## config.mk

```make
export PLATFORM = sky130hd
export DESIGN_NAME = horizontal_conv_top
export DESIGN_NICKNAME = d
export VERILOG_FILES = /design/src/logic/conv_types_pkg.sv /design/src/logic/conv_coeff_pkg.sv /design/src/logic/horizontal_conv_top.sv /design/src/logic/output_stage.sv /design/src/logic/channel_mac.sv /design/src/logic/tap_window.sv
export VERILOG_INCLUDE_DIRS = /design/src /design/src/include
export SDC_FILE = /design/constraint.sdc
export NUM_CORES = 1
export LEC_CHECK = 0
export ABC_AREA = 1
export BUFFER_PORTS_ARGS = -buffer_cell sky130_fd_sc_hd__buf_2
export CAP_MARGIN = 20
export CORE_MARGIN = 4
export CORE_UTILIZATION = 40
export DETAILED_ROUTE_END_ITERATION = 6
export GPL_TIMING_DRIVEN = 0
export RECOVER_POWER = 25
export SYNTH_ARGS = -nofsm -noshare
export SYNTH_HDL_FRONTEND = slang
export SYNTH_HIERARCHICAL = 1
export SYNTH_SLANG_ARGS = --single-unit
export TNS_END_PERCENT = 20
```

## constraint.sdc

```tcl
create_clock -name clock_i -period 6.7 [get_ports clock_i]
set_input_delay 1.34 -clock clock_i [delete_from_list [all_inputs] [get_ports clock_i]]
set_output_delay 1.34 -clock clock_i [all_outputs]
set_load 0.05 [all_outputs]
```

## src/include/conv_params.svh

```systemverilog
`ifndef CONV_PARAMS_SVH
`define CONV_PARAMS_SVH

// Pixel geometry.
`define CONV_IN_CHANNELS 3
`define CONV_OUT_CHANNELS 2
`define KERNEL_WIDTH 3
`define ROW_WIDTH 8

// Word sizes.
`define ACT_WIDTH 10
`define WEIGHT_WIDTH 8
`define SUM_WIDTH 24

// Output arithmetic.
`define RIGHT_SHIFT 2
`define USE_RELU 1

// Register stages inside one channel MAC.
`define MAC_LATENCY 2

`endif
```

## src/logic/conv_types_pkg.sv

```systemverilog
`include "conv_params.svh"

package conv_types_pkg;

    // One signed activation as it travels on the streams.
    typedef bit signed [`ACT_WIDTH-1:0] activation_t;

    typedef bit signed [`WEIGHT_WIDTH-1:0] weight_t;

    // Wide enough for all products of one channel plus the bias.
    typedef bit signed [`SUM_WIDTH-1:0] sum_t;

    typedef activation_t [`CONV_IN_CHANNELS-1:0] in_pixel_t;

    typedef activation_t [`CONV_OUT_CHANNELS-1:0] out_pixel_t;

    typedef in_pixel_t [`KERNEL_WIDTH-1:0] window_t;  // Index 0 is the oldest pixel.

    typedef sum_t [`CONV_OUT_CHANNELS-1:0] sum_vec_t;  // One sum per output channel.

endpackage : conv_types_pkg

```

## src/logic/conv_coeff_pkg.sv

```systemverilog
`include "conv_params.svh"

package conv_coeff_pkg;

    import conv_types_pkg::*;

    // Edges the window flag spends inside tap_window.
    localparam int TAP_LATENCY = 1;

    // Indexed [output channel][input channel][tap], tap 0 meets the oldest pixel.
    localparam weight_t WEIGHTS [`CONV_OUT_CHANNELS][`CONV_IN_CHANNELS][`KERNEL_WIDTH] = '{
        '{
            '{1, 2, 1},
            '{-1, 0, 1},
            '{3, -2, 4}
        },
        '{
            '{-4, 5, -6},
            '{7, -8, 9},
            '{2, 2, 2}
        }
    };

    localparam sum_t BIAS [`CONV_OUT_CHANNELS] = '{
        sum_t'(16),
        sum_t'(-40)
    };

endpackage : conv_coeff_pkg

```

## src/logic/horizontal_conv_top.sv

```systemverilog
`timescale 1ns/1ps

`include "conv_params.svh"

module horizontal_conv_top
    import conv_types_pkg::*;
(
    input  bit         clock_i,
    input  bit         reset_i,

    input  bit         slave_valid_i,
    output bit         slave_ready_o,
    input  in_pixel_t  slave_data_i,

    output bit         master_valid_o,
    input  bit         master_ready_i,
    output out_pixel_t master_data_o
);

    window_t  window;
    bit       window_valid;
    sum_vec_t sums;

    assign slave_ready_o = reset_i && master_ready_i;  // Whole pipe stalls with the consumer.

    tap_window tap_window_inst (
        .clock_i       (clock_i),
        .reset_i       (reset_i),
        .enable_i      (master_ready_i),
        .slave_valid_i (slave_valid_i),
        .pixel_i       (slave_data_i),
        .window_o      (window),
        .window_valid_o(window_valid)
    );

    for (genvar channel = 0; channel < `CONV_OUT_CHANNELS; channel++) begin : gen_channel
        channel_mac #(
            .OUT_CHANNEL(channel)
        ) channel_mac_inst (
            .clock_i (clock_i),
            .enable_i(master_ready_i),
            .window_i(window),
            .sum_o   (sums[channel])
        );
    end : gen_channel

    output_stage output_stage_inst (
        .clock_i       (clock_i),
        .reset_i       (reset_i),
        .enable_i      (master_ready_i),
        .window_valid_i(window_valid),
        .sums_i        (sums),
        .master_valid_o(master_valid_o),
        .master_data_o (master_data_o)
    );

endmodule : horizontal_conv_top

```

## src/logic/output_stage.sv

```systemverilog
`timescale 1ns/1ps

`include "conv_params.svh"

module output_stage
    import conv_types_pkg::*;
    import conv_coeff_pkg::*;
(
    input  bit         clock_i,
    input  bit         reset_i,
    input  bit         enable_i,
    input  bit         window_valid_i,
    input  sum_vec_t   sums_i,
    output bit         master_valid_o,
    output out_pixel_t master_data_o
);

    // The tap flag already overlaps the first MAC stage, and the
    // last flag stage is the output valid register.
    localparam int FLAG_STAGES = `MAC_LATENCY - TAP_LATENCY + 1;

    bit [FLAG_STAGES-1:0] flag_pipe;

    function automatic activation_t post_process(sum_t value);
        sum_t shifted;
        activation_t cut;
        shifted = value >>> `RIGHT_SHIFT;
        cut = activation_t'(shifted[`ACT_WIDTH-1:0]);  // Upper bits are dropped.
        if (`USE_RELU != 0 && cut < 0) begin
            cut = '0;
        end
        return cut;
    endfunction : post_process

    always_ff @(posedge clock_i) begin
        if (!reset_i) begin
            flag_pipe <= '0;
        end else if (enable_i) begin
            flag_pipe <= (flag_pipe << 1) | FLAG_STAGES'(window_valid_i);
        end
    end

    assign master_valid_o = flag_pipe[FLAG_STAGES-1];

    // Written on the same edge as the last flag stage.
    always_ff @(posedge clock_i) begin
        if (enable_i) begin
            for (int channel = 0; channel < `CONV_OUT_CHANNELS; channel++) begin
                master_data_o[channel] <= post_process(sum_t'(sums_i[channel]));
            end
        end
    end

    output_held : assert property (
        @(posedge clock_i) disable iff (!reset_i)
        master_valid_o && !enable_i |=> master_valid_o && $stable(master_data_o)
    ) else $error("output_stage: output changed while the consumer stalled");

endmodule : output_stage

```

## src/logic/channel_mac.sv

```systemverilog
`timescale 1ns/1ps

`include "conv_params.svh"

module channel_mac
    import conv_types_pkg::*;
    import conv_coeff_pkg::*;
#(
    parameter int OUT_CHANNEL = 0
) (
    input  bit      clock_i,
    input  bit      enable_i,
    input  window_t window_i,
    output sum_t    sum_o
);

    localparam int TAP_TERMS = `CONV_IN_CHANNELS;
    localparam int TERMS = `KERNEL_WIDTH * TAP_TERMS;

    sum_t products [TERMS];
    sum_t tap_sums [`KERNEL_WIDTH];
    sum_t tree_sum;

    // First stage, one product per tap and input channel.
    always_ff @(posedge clock_i) begin
        if (enable_i) begin
            for (int tap = 0; tap < `KERNEL_WIDTH; tap++) begin
                for (int channel = 0; channel < `CONV_IN_CHANNELS; channel++) begin
                    products[tap * TAP_TERMS + channel] <=
                        sum_t'(activation_t'(window_i[tap][channel])) *
                        sum_t'(WEIGHTS[OUT_CHANNEL][channel][tap]);
                end
            end
        end
    end

    // Adder tree, per tap first, then across taps.
    always_comb begin
        for (int tap = 0; tap < `KERNEL_WIDTH; tap++) begin
            tap_sums[tap] = '0;
            for (int channel = 0; channel < `CONV_IN_CHANNELS; channel++) begin
                tap_sums[tap] = tap_sums[tap] + products[tap * TAP_TERMS + channel];
            end
        end
    end

    always_comb begin
        tree_sum = BIAS[OUT_CHANNEL];  // Bias rides in at the last level.
        for (int tap = 0; tap < `KERNEL_WIDTH; tap++) begin
            tree_sum = tree_sum + tap_sums[tap];
        end
    end

    // Second stage.
    always_ff @(posedge clock_i) begin
        if (enable_i) begin
            sum_o <= tree_sum;
        end
    end

endmodule : channel_mac

```

## src/logic/tap_window.sv

```systemverilog
`timescale 1ns/1ps

`include "conv_params.svh"

module tap_window
    import conv_types_pkg::*;
(
    input  bit        clock_i,
    input  bit        reset_i,
    input  bit        enable_i,
    input  bit        slave_valid_i,
    input  in_pixel_t pixel_i,
    output window_t   window_o,
    output bit        window_valid_o
);

    localparam int COLUMN_WIDTH = $clog2(`ROW_WIDTH + 1);

    typedef bit [COLUMN_WIDTH-1:0] column_t;

    in_pixel_t [`KERNEL_WIDTH-2:0] history;  // Previous pixels with index 0 the oldest.
    column_t column;
    bit accept;

    assign accept = slave_valid_i && enable_i;

    // Newest pixel enters straight from the input, so the MAC samples
    // the full window on the accepting edge.
    assign window_o = {pixel_i, history};

    always_ff @(posedge clock_i) begin
        if (accept) begin
            history <= window_o[`KERNEL_WIDTH-1:1];  // Drop the oldest pixel.
        end
    end

    always_ff @(posedge clock_i) begin
        if (!reset_i) begin
            column <= '0;
            window_valid_o <= 1'b0;
        end else if (enable_i) begin
            window_valid_o <= accept && column >= column_t'(`KERNEL_WIDTH - 1);
            if (accept) begin
                if (column == column_t'(`ROW_WIDTH - 1)) begin
                    column <= '0;  // Next pixel starts a new row.
                end else begin
                    column <= column_t'(column + 1);
                end
            end
        end
    end

    column_in_row : assert property (
        @(posedge clock_i) disable iff (!reset_i)
        column <= column_t'(`ROW_WIDTH - 1)
    ) else $error("tap_window: column %0d is past the row end", column);

endmodule : tap_window

```

== Word-level counts from Yosys, hierarchy flattened ==
Memories as Yosys holds them, arrays and structs flattened.
Index checks and enable logic that the tools add are counted.
Cells by class
  bitwise logic cells: 1
  reduce and logical (&&, ||, !) cells: 4
  $mul: 5
  add/subtract/negate cells: 23
  equality and inequality tests: 1
  magnitude comparators: 3
  mux-type cells: 3
Operators with widths (number)
  $add A12 B12 Y12: 16
  $mul A10 B4 Y14 const B: 2
  $mul A10 B3 Y13 const B: 2
  $neg A10 Y24: 1
  $neg A10 Y23: 1
  $neg A10 Y22: 1
  $neg A10 Y21: 1
  $lt A10 B1 Y1 const B: 2
  $mul A10 B5 Y15 const B: 1
  $add A6 B12 Y12 const A: 1
  $add A7 B12 Y12 const A: 1
  $add A4 B1 Y4 const B: 1
  $eq A4 B3 Y1 const B: 1
  $ge A4 B2 Y1 const B: 1
  $mux W4: 1
  $logic_and A1 B1 Y1: 3
  $mux W1: 2
  $or A2 B1 Y2: 1
  $reduce_and A2 Y1: 1
Storage, ports and cells
  logic and storage cells: 55
  RAM bits: 432
  memories: 2
  register bits after elaboration: 111
Memories
  gen_channel[0].channel_mac_inst.products: words 9, width 24, read ports 9, clocked after memory_dff 0, write ports 9, line channel_mac.sv:20  | sum_t products [TERMS];
  gen_channel[1].channel_mac_inst.products: words 9, width 24, read ports 9, clocked after memory_dff 0, write ports 9, line channel_mac.sv:20

== Depth between registers and ports, before layout ==
Gate-level depths: netlist (run 1).
An unclocked memory read counts as a cell.
  word-level depth: 6
  depth in mapped cells: 17
  depth with buffers taken out: 17

== Hierarchy ==
The synthesis (run 1) kept the hierarchy.
By module, submodules not included
  channel_mac at gen_channel[1].channel_mac_inst: cells an instance 1161, area an instance 12604.6 um^2, instances 1, seq. area each 4564.4 um^2
  channel_mac at gen_channel[0].channel_mac_inst: cells an instance 940, area an instance 9924.5 um^2, instances 1, seq. area each 3873.7 um^2
  tap_window: cells an instance 130, area an instance 2306.0 um^2, instances 1, seq. area each 1901.8 um^2
  output_stage: cells an instance 71, area an instance 842.1 um^2, instances 1, seq. area each 640.6 um^2
  horizontal_conv_top: cells an instance 2, area an instance 7.5 um^2, instances 1, seq. area each 0.0 um^2

== Worst setup path after synthesis (run 1) ==
No wires, ideal clock.
  path kind: register to register
  from: memory gen_channel[1].channel_mac_inst/products[0][136] (netlist name)
  to: register, netlist name gen_channel[1].channel_mac_inst/sum_o[23]
  period minus slack after synthesis: 5046 ps
  buffers on the path: 0
  cell stages (with the launch flop): 20
  setup slack: 1654 ps
  arrival: 4793 ps
  required time: 6447 ps
  setup time: 253 ps
  cell sequence: edfxtp_1 fa_1 inv_1 fa_1 fa_1 inv_1 fa_1 inv_1 fa_1 inv_1 ha_1 nand2_1 nor2_1 nand3_1 nor2_1 nand2_1 inv_1 nor2_1 nand3_1 nand2_1
RTL lines (line)
  start: declaration: channel_mac.sv:20

==> qor.csv, run 1 <==
stage,metric,value,unit
clocking,cts_setup_buffers,0,
cells_and_area,fin_cells,1997,
floorplanning,coreArea,42100,sq um
global_routing,grt_pass1_wl,53100,um
route,drt_iter0_drc,397,
pwr,total_power,0.00888,W
setup_path,arrival,4.80,ns
sta,slew_violations,0,
pwr,power-per-cell-area,464,nW/um^2
floorplanning,die_h,215,um
clocking,cts-hold-fix-buffers,0,
pwr,p_leak,8.76,nW
pwr,switchingPower,0.00350,W
global_routing,grt_max_degree,104,
route,via_per_inst,4.52,
pwr,pwr-share-comb,50.3,%
pwr,swShare,39.4,%
pwr,ir_drop,463,uV
setup_path,cp_top_family,adder cells,
hold_path,holdCritPathClass,reg2reg,
setup_path,path_common_cell,fa_1,
placement,dp.cells,1941,
sta,fmax,0.221,GHz
setup_path,cp_data_required_time,6.97,ns
sta,worst_clock_skew,0.0252,ns
placement,port_buffers,55,
run,drv_cap,0,
clocking,cts.htree.levels,2,
synthesis,yosys_warnings,6,
setup_path,worst-path-max-fanout,3,
sta,hold_viol_final,0,
synthesis,syn-cell-area,17100,sq um
clocking,cts.sinks,288,
sta,slew_headroom,34.0,%
setup_path,startpoint_type,flop,
placement,hpwl,25800,um
floorplanning,die_x,215,um
clocking,cts_tree,yes,
floorplanning,design.die.area,46100,sq um
clocking,cts_resized,0,
route,first_pass_iters,5,
pwr,clkPwrFrac,20.0,%
setup_path,crit_type,reg2reg,
clocking,clock_latency,0.53,ns
sta,worst_slew_pin_slew,0.989,ns
setup_path,endpoint_kind,flop,
sta,finalSetupViolCount,0,
route,wire_per_inst,16.8,um
clocking,cts_buffers,34,
floorplanning,ioPinCount,56,
sta,min_period,4.52,ns
floorplanning,start_util,40.6,%
pwr,sequentialPowerShare,29.6,%
route,wirelength,33500,um
cells_and_area,drive_above_1_share,9.81,%
sta,rsz0062_at_grt,false,
floorplanning,rows,75,
synthesis,synth_cells,1344,
global_routing,grt_use_total,15.0,%
setup_path,slowest_stage,fa_1,
clocking,clk_path_buf_depth,3,
global_routing,grt_pass1_vias,9607,
global_routing,grt.overflow.total,0,
clocking,clk_pin_slew,0.06,ns
clocking,cts-root-buf,clkbuf_16,
placement,place.gp.congestion,0.790,
cells_and_area,antenna_cells,0,
synthesis,syn_avg_cell_area,12.7,sq um
sta,whs,0.426,ns
route,dr_total_vias,9024,
cells_and_area,nets,1763,
pwr,intPower,0.00538,W
setup_path,path_buf_inv,2,
setup_path,cp_cell_sequence,fa_1 -> fa_1 -> fa_1 -> fa_1 -> inv_1 -> fa_1 -> inv_1 -> ha_1 -> fa_1 -> nand3_1 -> nand3_1 -> nand2_1 -> nand2_1 -> xor2_1,
global_routing,antenna_found_initial,1,
route,drc,0,
setup_path,critPathMaxStageDelay,0.57,ns
route,ant_nets,0,
run_status,status,finished clean,
cells_and_area,syn_to_final_growth,11.8,%
sta,fin_crit_sh,67.5,%
[metal layers]
metal / global-route usage (%) / vias to the layer above / wire length [um]
li1: - / 4380 / -
met1: 20.3 / 4432 / 14800
met2: 24.7 / 156 / 16200
met3: 2.70 / 56 / 1520
met4: 5.27 / 0 / 1000
met5: 0 / - / 0
[layout by cell type, fill, tap and decap left out, drive strengths merged]
| cell | instances |
|---|---|
| clkbuf | 69 |
| xor2 | 59 |
| clkinv | 10 |
| fa | 150 |
| clkinvlp | 1 |
| o21a | 1 |
| a31o | 1 |
| o21ai | 7 |
| a21oi | 35 |
| ha | 141 |
| inv | 378 |
| a21o | 3 |
| nor2 | 55 |
| buf | 64 |
| nor3 | 12 |
| o2111ai | 1 |
| a22oi | 1 |
| a211oi | 1 |
| conb | 2 |
| nor4 | 2 |
| nand4 | 3 |
| a31oi | 1 |
| bufinv | 3 |
| nand2 | 110 |
| edfxtp | 281 |
| nand3b | 3 |
| dfxtp | 7 |
| nand3 | 29 |
| o21bai | 7 |
| xnor2 | 20 |
| nor3b | 1 |
[layout make-up]
| class | count | area, sq um |
|---|---|---|
| buffer | 35 | 240 |
| clock buffer | 41 | 877 |
| clock inverter | 15 | 166 |
| fill | 3755 | 23000 |
| inverter | 377 | 1420 |
| multi-input combinational | 645 | 6850 |
| sequential | 288 | 8580 |
| tap | 539 | 674 |
| timing repair buffer | 57 | 318 |
[final timing paths]
kind	start	end	slack, ns	cells past startpoint
max	gen_channel[1].channel_mac_inst/products[0][49]$_DFFE_PP_	gen_channel[1].channel_mac_inst/sum_o[10]$_DFFE_PP_	2.18	14
min	tap_window_inst/window_o[49]$_DFFE_PP_	tap_window_inst/window_o[19]$_DFFE_PP_	0.43	0
max reg2reg	gen_channel[1].channel_mac_inst/products[0][49]$_DFFE_PP_	gen_channel[1].channel_mac_inst/sum_o[10]$_DFFE_PP_	2.18	14
min reg2reg	tap_window_inst/window_o[49]$_DFFE_PP_	tap_window_inst/window_o[19]$_DFFE_PP_	0.43	0
[through the flow]
step	setup TNS [ns]	cell area [sq um]	setup slack, ns	utilization (%)
3_5_place_dp	0	18100	2.19	43.0
5_1_grt	0	19100	2.02	45.4
6_report	0	19100	2.18	45.4
4_1_cts	0	19200	2.16	45.5
2_1_floorplan	0	17100	2.43	-
3_3_place_gp	-12.14	18100	-0.273	42.9
[power groups by stage]
stage | sequential [W] | combinational, W | clock, W
after floorplan | 0.00276 | 0.00325 | 0
after global placement | 0.00268 | 0.00449 | 0
after detailed placement | 0.00267 | 0.00458 | 0
after CTS | 0.00264 | 0.00460 | 0.00184
after global routing | 0.00265 | 0.00515 | 0.00191
final | 0.00263 | 0.00447 | 0.00178
[flip-flops by register name (all words and copies together) (netlist names)]
signal	flops
gen_channel.channel_mac_inst/products	181
gen_channel.channel_mac_inst/sum_o	20
output_stage_inst/flag_pipe	2
output_stage_inst/master_data_o	20
tap_window_inst/column	4
tap_window_inst/window_o	60
tap_window_inst/window_valid_o	1
Power figures use the tool's default switching activity.
==> run 2: changes to the inputs <==
ABC_AREA = 0   (was 1)
clock period = 4.4 ns   (was 6.7 ns; I/O delays follow)
==> qor.csv, run 2 <==
stage,metric,value,unit,change
sta,fin_ws,0.0798,ns,-2.10 ns
clocking,cts-root-buf,clkbuf_16,,
setup_path,cp_top_family,adder cells,,
route,dr_wl_met2,16100,um,-0.33%
setup_path,cp_cell_sequence,inv_1 -> fa_1 -> inv_1 -> fa_1 -> fa_1 -> inv_1 -> fa_1 -> inv_1 -> ha_2 -> fa_2 -> a21o_1 -> a221o_1 -> a21o_2 -> a21o_1 -> xor2_1,,
hold_path,worstHoldEndpoint,tap_window_inst/window_o[19]$_DFFE_PP_,,
clocking,clk_path_buf_depth,3,,unchanged
clocking,clk_pin_slew,0.06,ns,about the same
synthesis,synth_cells,1217,,-9.4%
run,drv_cap,0,,unchanged
placement,port_buffers,55,,unchanged
route,wl_met1,15000,um,+0.98%
clocking,cts_buffers,35,,+2.9%
synthesis,syn-cell-area,16700,sq um,-2.1%
placement,dp.cells,1807,,-6.9%
sta,rsz0062_at_grt,true,,
synthesis,yosys_warnings,6,,unchanged
floorplanning,design.die.area,45200,sq um,-2.1%
setup_path,startpoint_type,flop,,
clocking,cts.htree.levels,2,,unchanged
route,dr_total_vias,8622,,-4.5%
route,first_pass_iters,5,,unchanged
route,wirelength,33200,um,-0.88%
global_routing,grt_pass1_vias,9346,,-2.7%
setup_path,critPathMaxStageDelay,0.52,ns,-0.05 ns
global_routing,grt_max_degree,116,,+12%
cells_and_area,largest_register_ff_count,181,,unchanged
cells_and_area,drive_above_1_share,10.1,%,+0.32 points
sta,worst_clock_skew,0.0210,ns,-0.00421 ns
setup_path,reg2reg_depth,15,,+1
placement,hpwl,25200,um,-2.3%
route,wire_per_inst,17.7,um,+5.6%
floorplanning,die_h,213,um,-1.0%
cells_and_area,fin_cells,1875,,-6.1%
floorplanning,die_x,213,um,-1.0%
clocking,cts.sinks,288,,unchanged
sta,worst_slew_pin_slew,0.936,ns,-0.0536 ns
sta,final.setup.tns,0,ns,unchanged
setup_path,arrival,4.61,ns,-0.19 ns
hold_path,hold_depth,0,,unchanged
global_routing,grt.overflow.total,0,,unchanged
pwr,p_leak,8.12,nW,-7.3%
pwr,power-per-cell-area,791,nW/um^2,+70%
route,via_per_inst,4.60,,+1.8%
sta,slew_violations,0,,unchanged
route,met3_length,1230,um,-19%
pwr,ir_drop,948,uV,+100%
route,top_layer,met4,,
setup_path,crit_type,reg2reg,,
clocking,cts_tree,yes,,
placement,post-place-ws,-0.261,ns,-2.45 ns
setup_path,r2r-start,gen_channel[0].channel_mac_inst/products[0][3]$_DFFE_PP_,,
run_status,status,finished clean,,
setup_path,reg2reg_slack,0.08,ns,-2.10 ns
floorplanning,coreArea,41100,sq um,-2.4%
cells_and_area,final_cell_mix,"inv_1, edfxtp_1, fa_1, ha_1, clkbuf_1",,
floorplanning,ioPinCount,56,,unchanged
cells_and_area,layout_commonest_cell,inv_1,,
hold_path,hp-start,tap_window_inst/window_o[49]$_DFFE_PP_,,
cells_and_area,nets,1642,,-6.9%
cells_and_area,max_flop_register,gen_channel.channel_mac_inst/products,,
floorplanning,start_util,40.7,%,+0.12 points
sta,fmax,0.231,GHz,+4.7%
synthesis,syn_avg_cell_area,13.8,sq um,+8.1%
sta,fin_crit_sh,98.2,%,+31 points
setup_path,worst-path-max-fanout,2,,-1
sta,finalSetupViolCount,0,,unchanged
route,ant_nets,0,,unchanged
clocking,clock_latency,0.54,ns,about the same
setup_path,slowest_stage,fa_1,,
cells_and_area,antenna_cells,0,,unchanged
sta,slew_headroom,37.6,%,+3.6 points
route,drt_iter0_drc,427,,+7.6%
setup_path,path_buf_inv,4,,+2
global_routing,antenna_found_initial,2,,+1
floorplanning,rows,74,,-1.3%
setup_path,endpoint_kind,flop,,
sta,hold_viol_final,0,,unchanged
clocking,cts-hold-fix-buffers,0,,unchanged
placement,place.gp.congestion,0.864,,+9.5%
global_routing,grt_pass1_wl,52400,um,-1.3%
hold_path,holdCritPathClass,reg2reg,,
cells_and_area,syn_to_final_growth,12.9,%,
global_routing,grt_use_total,15.5,%,+0.46 points
route,drc,0,,unchanged
setup_path,r2r-end,gen_channel[0].channel_mac_inst/sum_o[11]$_DFFE_PP_,,
setup_path,cp_data_required_time,4.69,ns,-2.28 ns
sta,min_period,4.32,ns,-0.203 ns
run 2: how the worst max path moves through the flow:
stage / cells past startpoint / endpoint / slack, ns / start
after CTS: 15 / gen_channel[1].channel_mac_inst/sum_o[10]$_DFFE_PP_ / -0.009 / gen_channel[1].channel_mac_inst/products[0][139]$_DFFE_PP_
after global placement: 5 / tap_window_inst/column[0]$_SDFFE_PN0P_ / -3.40 / master_ready_i
after detailed placement: 15 / gen_channel[1].channel_mac_inst/sum_o[10]$_DFFE_PP_ / -0.26 / gen_channel[1].channel_mac_inst/products[0][139]$_DFFE_PP_
after global routing: 15 / gen_channel[0].channel_mac_inst/sum_o[11]$_DFFE_PP_ / -0.07 / gen_channel[0].channel_mac_inst/products[0][3]$_DFFE_PP_
after floorplan: 13 / gen_channel[1].channel_mac_inst/sum_o[10]$_DFFE_PP_ / 0.006 / gen_channel[1].channel_mac_inst/products[0][49]$_DFFE_PP_
final: 15 / gen_channel[0].channel_mac_inst/sum_o[11]$_DFFE_PP_ / 0.08 / gen_channel[0].channel_mac_inst/products[0][3]$_DFFE_PP_
run 2: per-stage QoR:
step / area, sq um / utilization [%] / hold WS (ns) / total power, W
after floorplan: 16700 / - / 0.400 / 0.00966
after global placement: 17700 / 43.0 / 0.408 / 0.0113
after detailed placement: 17800 / 43.2 / 0.409 / 0.0114
after CTS: 18900 / 46.0 / 0.423 / 0.0144
after global routing: 18900 / 46.0 / 0.438 / 0.0163
final: 18900 / 46.0 / 0.421 / 0.0150
run 2: timing repair:
item	CTS	global route
pin swaps	30	20
setup buffers	5	1
resized for setup	19	13
setup endpoints to repair	5	4
run 2: report_power, final:
group	total [W]	internal [W]	switching, W
registers	0.00402	0.00385	0.000172
logic	0.00823	0.00399	0.00424
clock network	0.00271	0.00160	0.00111
run 2: final cells by class:
cell class	instances	area (sq um)
inverter	303	1140
clock buffer	47	963
fill	3746	22200
tap	532	666
clock inverter	16	100
sequential	288	8580
timing repair buffer	63	355
multi-input combinational	589	6920
buffer	37	180
run 2: metal layers:
layer,global-route usage (%),vias to the layer above
met3,2.30,47
met2,25.7,154
met5,0,-
li1,-,4133
met4,5.06,0
met1,21.2,4288
==> run 3: changes to the inputs <==
REMOVE_ABC_BUFFERS = 1   (was unset)
SYNTH_HIERARCHICAL = unset   (was 1)
==> qor.csv, run 3 <==
stage,metric,value,unit,change
run_status,status,"complete, but fails checks",,
run_status,violations,negative setup slack,,
setup_path,worst-path-max-fanout,2,,unchanged
setup_path,critPathMaxStageDelay,0.58,ns,+0.06 ns
cells_and_area,fin_cells,1727,,-7.9%
synthesis,syn-cell-area,15500,sq um,-7.2%
placement,dp.cells,1669,,-7.6%
cells_and_area,syn_to_final_growth,13.1,%,
cells_and_area,layout_commonest_cell,edfxtp_1,,
route,first_pass_iters,5,,unchanged
synthesis,ys_top_cells_by_area,"edfxtp_1, fa_1, ha_1, inv_1, xnor2_1",,
cells_and_area,final_cell_mix,"edfxtp_1, inv_1, ha_1, fa_1, xnor2_1",,
sta,fin_crit_sh,104,%,+6.0 points
sta,rsz0062_at_grt,true,,
pwr,total_power,0.0137,W,-8.5%
run,drv_cap,0,,unchanged
floorplanning,start_util,40.9,%,+0.15 points
synthesis,synth_edf_count,259,,
setup_path,crit_type,reg2reg,,
synthesis,ys_seq_elements,266,,
synthesis,synthFlopType,edfxtp_1,,
route,drt_iter0_drc,453,,+6.1%
clocking,cts.htree.levels,1,,-1
setup_path,cp_cell_sequence,inv_2 -> fa_1 -> inv_2 -> fa_2 -> fa_1 -> fa_1 -> inv_2 -> fa_1 -> inv_1 -> ha_2 -> inv_2 -> fa_2 -> nor2b_2 -> o21ai_2 -> a21oi_2 -> o21a_1 -> nor2_1 -> xnor2_1,,
setup_path,arrival,4.89,ns,+0.28 ns
placement,place.gp.congestion,0.777,,-10%
sta,slew_headroom,47.1,%,+9.5 points
sta,min_period,4.58,ns,+0.263 ns
cells_and_area,max_flop_register,gen_channel.channel_mac_inst.products,,
route,dr_total_vias,8029,,-6.9%
global_routing,antenna_found_initial,0,,-2
synthesis,ys_seq_area_share,50.9,%,
floorplanning,rows,71,,-4.1%
pwr,ir_drop,548,uV,-42%
synthesis,yosys_warnings,0,,-6
cells_and_area,nets,1506,,-8.3%
sta,fmax,0.218,GHz,-5.7%
sta,hold_viol_final,0,,unchanged
clocking,cts.sinks,266,,-7.6%
cells_and_area,antenna_cells,0,,unchanged
floorplanning,die_h,205,um,-3.5%
floorplanning,design.die.area,42100,sq um,-6.9%
synthesis,yosysMostFrequentCell,edfxtp_1,,
clocking,cts_buffers,29,,-17%
synthesis,yosysTopAreaCell,edfxtp_1,,
setup_path,slowest_stage,fa_1,,
setup_path,endpoint_kind,flop,,
placement,port_buffers,55,,unchanged
route,via_per_inst,4.65,,+1.1%
sta,slew_violations,0,,unchanged
clocking,clk_path_buf_depth,3,,unchanged
global_routing,grt_pass1_wl,49100,um,-6.3%
synthesis,synth_cells,1101,,-9.5%
synthesis,synth_top_cells_by_count,"edfxtp_1, inv_1, ha_1",,
sta,worst_slew_pin_slew,0.794,ns,-0.142 ns
setup_path,cp_data_required_time,4.71,ns,+0.02 ns
cells_and_area,largest_register_ff_count,159,,-12%
floorplanning,die_x,205,um,-3.5%
route,wirelength,30800,um,-7.2%
pwr,p_leak,7.36,nW,-9.4%
floorplanning,ioPinCount,56,,unchanged
global_routing,grt_max_degree,104,,-10%
sta,worst_clock_skew,0.00789,ns,-0.0131 ns
setup_path,startpoint_type,flop,,
route,wire_per_inst,17.8,um,+0.71%
clocking,cts-root-buf,clkbuf_16,,
synthesis,synth.distinct_cells,44,,
clocking,clk_pin_slew,0.07,ns,about the same
global_routing,grt_use_total,15.3,%,-0.18 points
clocking,cts_tree,yes,,
hold_path,holdCritPathClass,reg2reg,,
cells_and_area,stdcell_area,17600,sq um,-7.0%
synthesis,syn_avg_cell_area,14.1,sq um,+2.6%
sta,final.setup.tns,-0.343,ns,-0.343 ns
synthesis,async_reset_ff_share,0,%,
route,drc,0,,unchanged
clocking,clock_latency,0.55,ns,about the same
placement,hpwl,23900,um,-5.1%
pwr,power-per-cell-area,779,nW/um^2,-1.6%
sta,finalSetupViolCount,3,,+3
floorplanning,coreArea,38000,sq um,-7.5%
placement,placed_area,16500,sq um,-6.9%
global_routing,grt.overflow.total,0,,unchanged
synthesis,synth_top_area_share,50.0,%,
route,ant_nets,0,,unchanged
cells_and_area,drive_above_1_share,8.63,%,-1.5 points
global_routing,grt_pass1_vias,8648,,-7.5%
sta,fin_ws,-0.183,ns,-0.263 ns
## run 3: per-layer routing
layer	global-route usage [%]	vias up	part of all wire, %
met2	24.8	140	47
li1	-	3845	-
met3	2.03	48	4.6
met4	4.07	0	2.6
met5	0	-	0
met1	22.0	3996	46
## run 3: cells by family after synthesis
| kind of cell | synth area share (%) |
|---|---|
| DFF | 50.9 |
| muxes | 0.193 |
| other | 0.0241 |
| AOI/OAI and AO/OA | 3.16 |
| adders and majority gates | 28.9 |
| and+or+nand+nor | 4.81 |
| buffers and inverters | 5.48 |
| xor gates and xnor gates | 6.54 |
## run 3: metrics by stage
step	worst slack [ns]	hold WS, ns	util [%]
3_5_place_dp	-0.416	0.412	43.5
3_3_place_gp	-3.32	0.404	43.3
4_1_cts	-0.189	0.430	46.2
6_report	-0.183	0.430	46.2
5_1_grt	-0.419	0.446	46.2
2_1_floorplan	-0.0299	0.400	-
## run 3: timing repair
action | CTS | global route
pin swaps | 13 | 14
gates cloned | 0 | 0
hold buffers | 0 | 0
resized for setup | 13 | 8
buffers inserted | 3 | 2
setup endpoints to repair | 6 | 7
## run 3: worst paths after layout
kind	from	to	slack, ns	cells after the start
hold reg to reg	tap_window_inst.window_o[49]$_DFFE_PP_	tap_window_inst.window_o[19]$_DFFE_PP_	0.43	0
setup reg to reg	gen_channel[1].channel_mac_inst.products[6][4]$_DFFE_PP_	gen_channel[1].channel_mac_inst.sum_o[10]$_DFFE_PP_	-0.18	18
setup / recovery	gen_channel[1].channel_mac_inst.products[6][4]$_DFFE_PP_	gen_channel[1].channel_mac_inst.sum_o[10]$_DFFE_PP_	-0.18	18
hold / removal	tap_window_inst.window_o[49]$_DFFE_PP_	tap_window_inst.window_o[19]$_DFFE_PP_	0.43	0
## run 3: layout make-up
| class | instances | area [sq um] |
|---|---|---|
| Clock buffer | 31 | 733 |
| Clock inverter | 22 | 265 |
| Fill cell | 3433 | 20400 |
| Inverter | 226 | 848 |
| Multi-Input combinational cell | 609 | 6830 |
| Sequential cell | 266 | 7920 |
| Tap cell | 511 | 639 |
| Timing Repair Buffer | 62 | 344 |
## run 3: worst max-delay path, delay by kind of cell, from the launching register on
family / cells / cell delay [ns]
buf+inv: 5 / 0.25
fa+ha+maj: 7 / 3.09
xor+xnor: 1 / 0.12
flops: 1 / 0.34
simple gates: 2 / 0.18
compound gates: 3 / 0.37
## run 3: report_power, final
part / leakage, nW / switching, W / total [W] / internal, W
Clock: 0.488 / 0.00101 / 0.00256 / 0.00155
Combinational: 4.29 / 0.00397 / 0.00737 / 0.00339
Sequential: 2.57 / 0.000167 / 0.00376 / 0.00360
Total: 7.36 / 0.00515 / 0.0137 / 0.00854
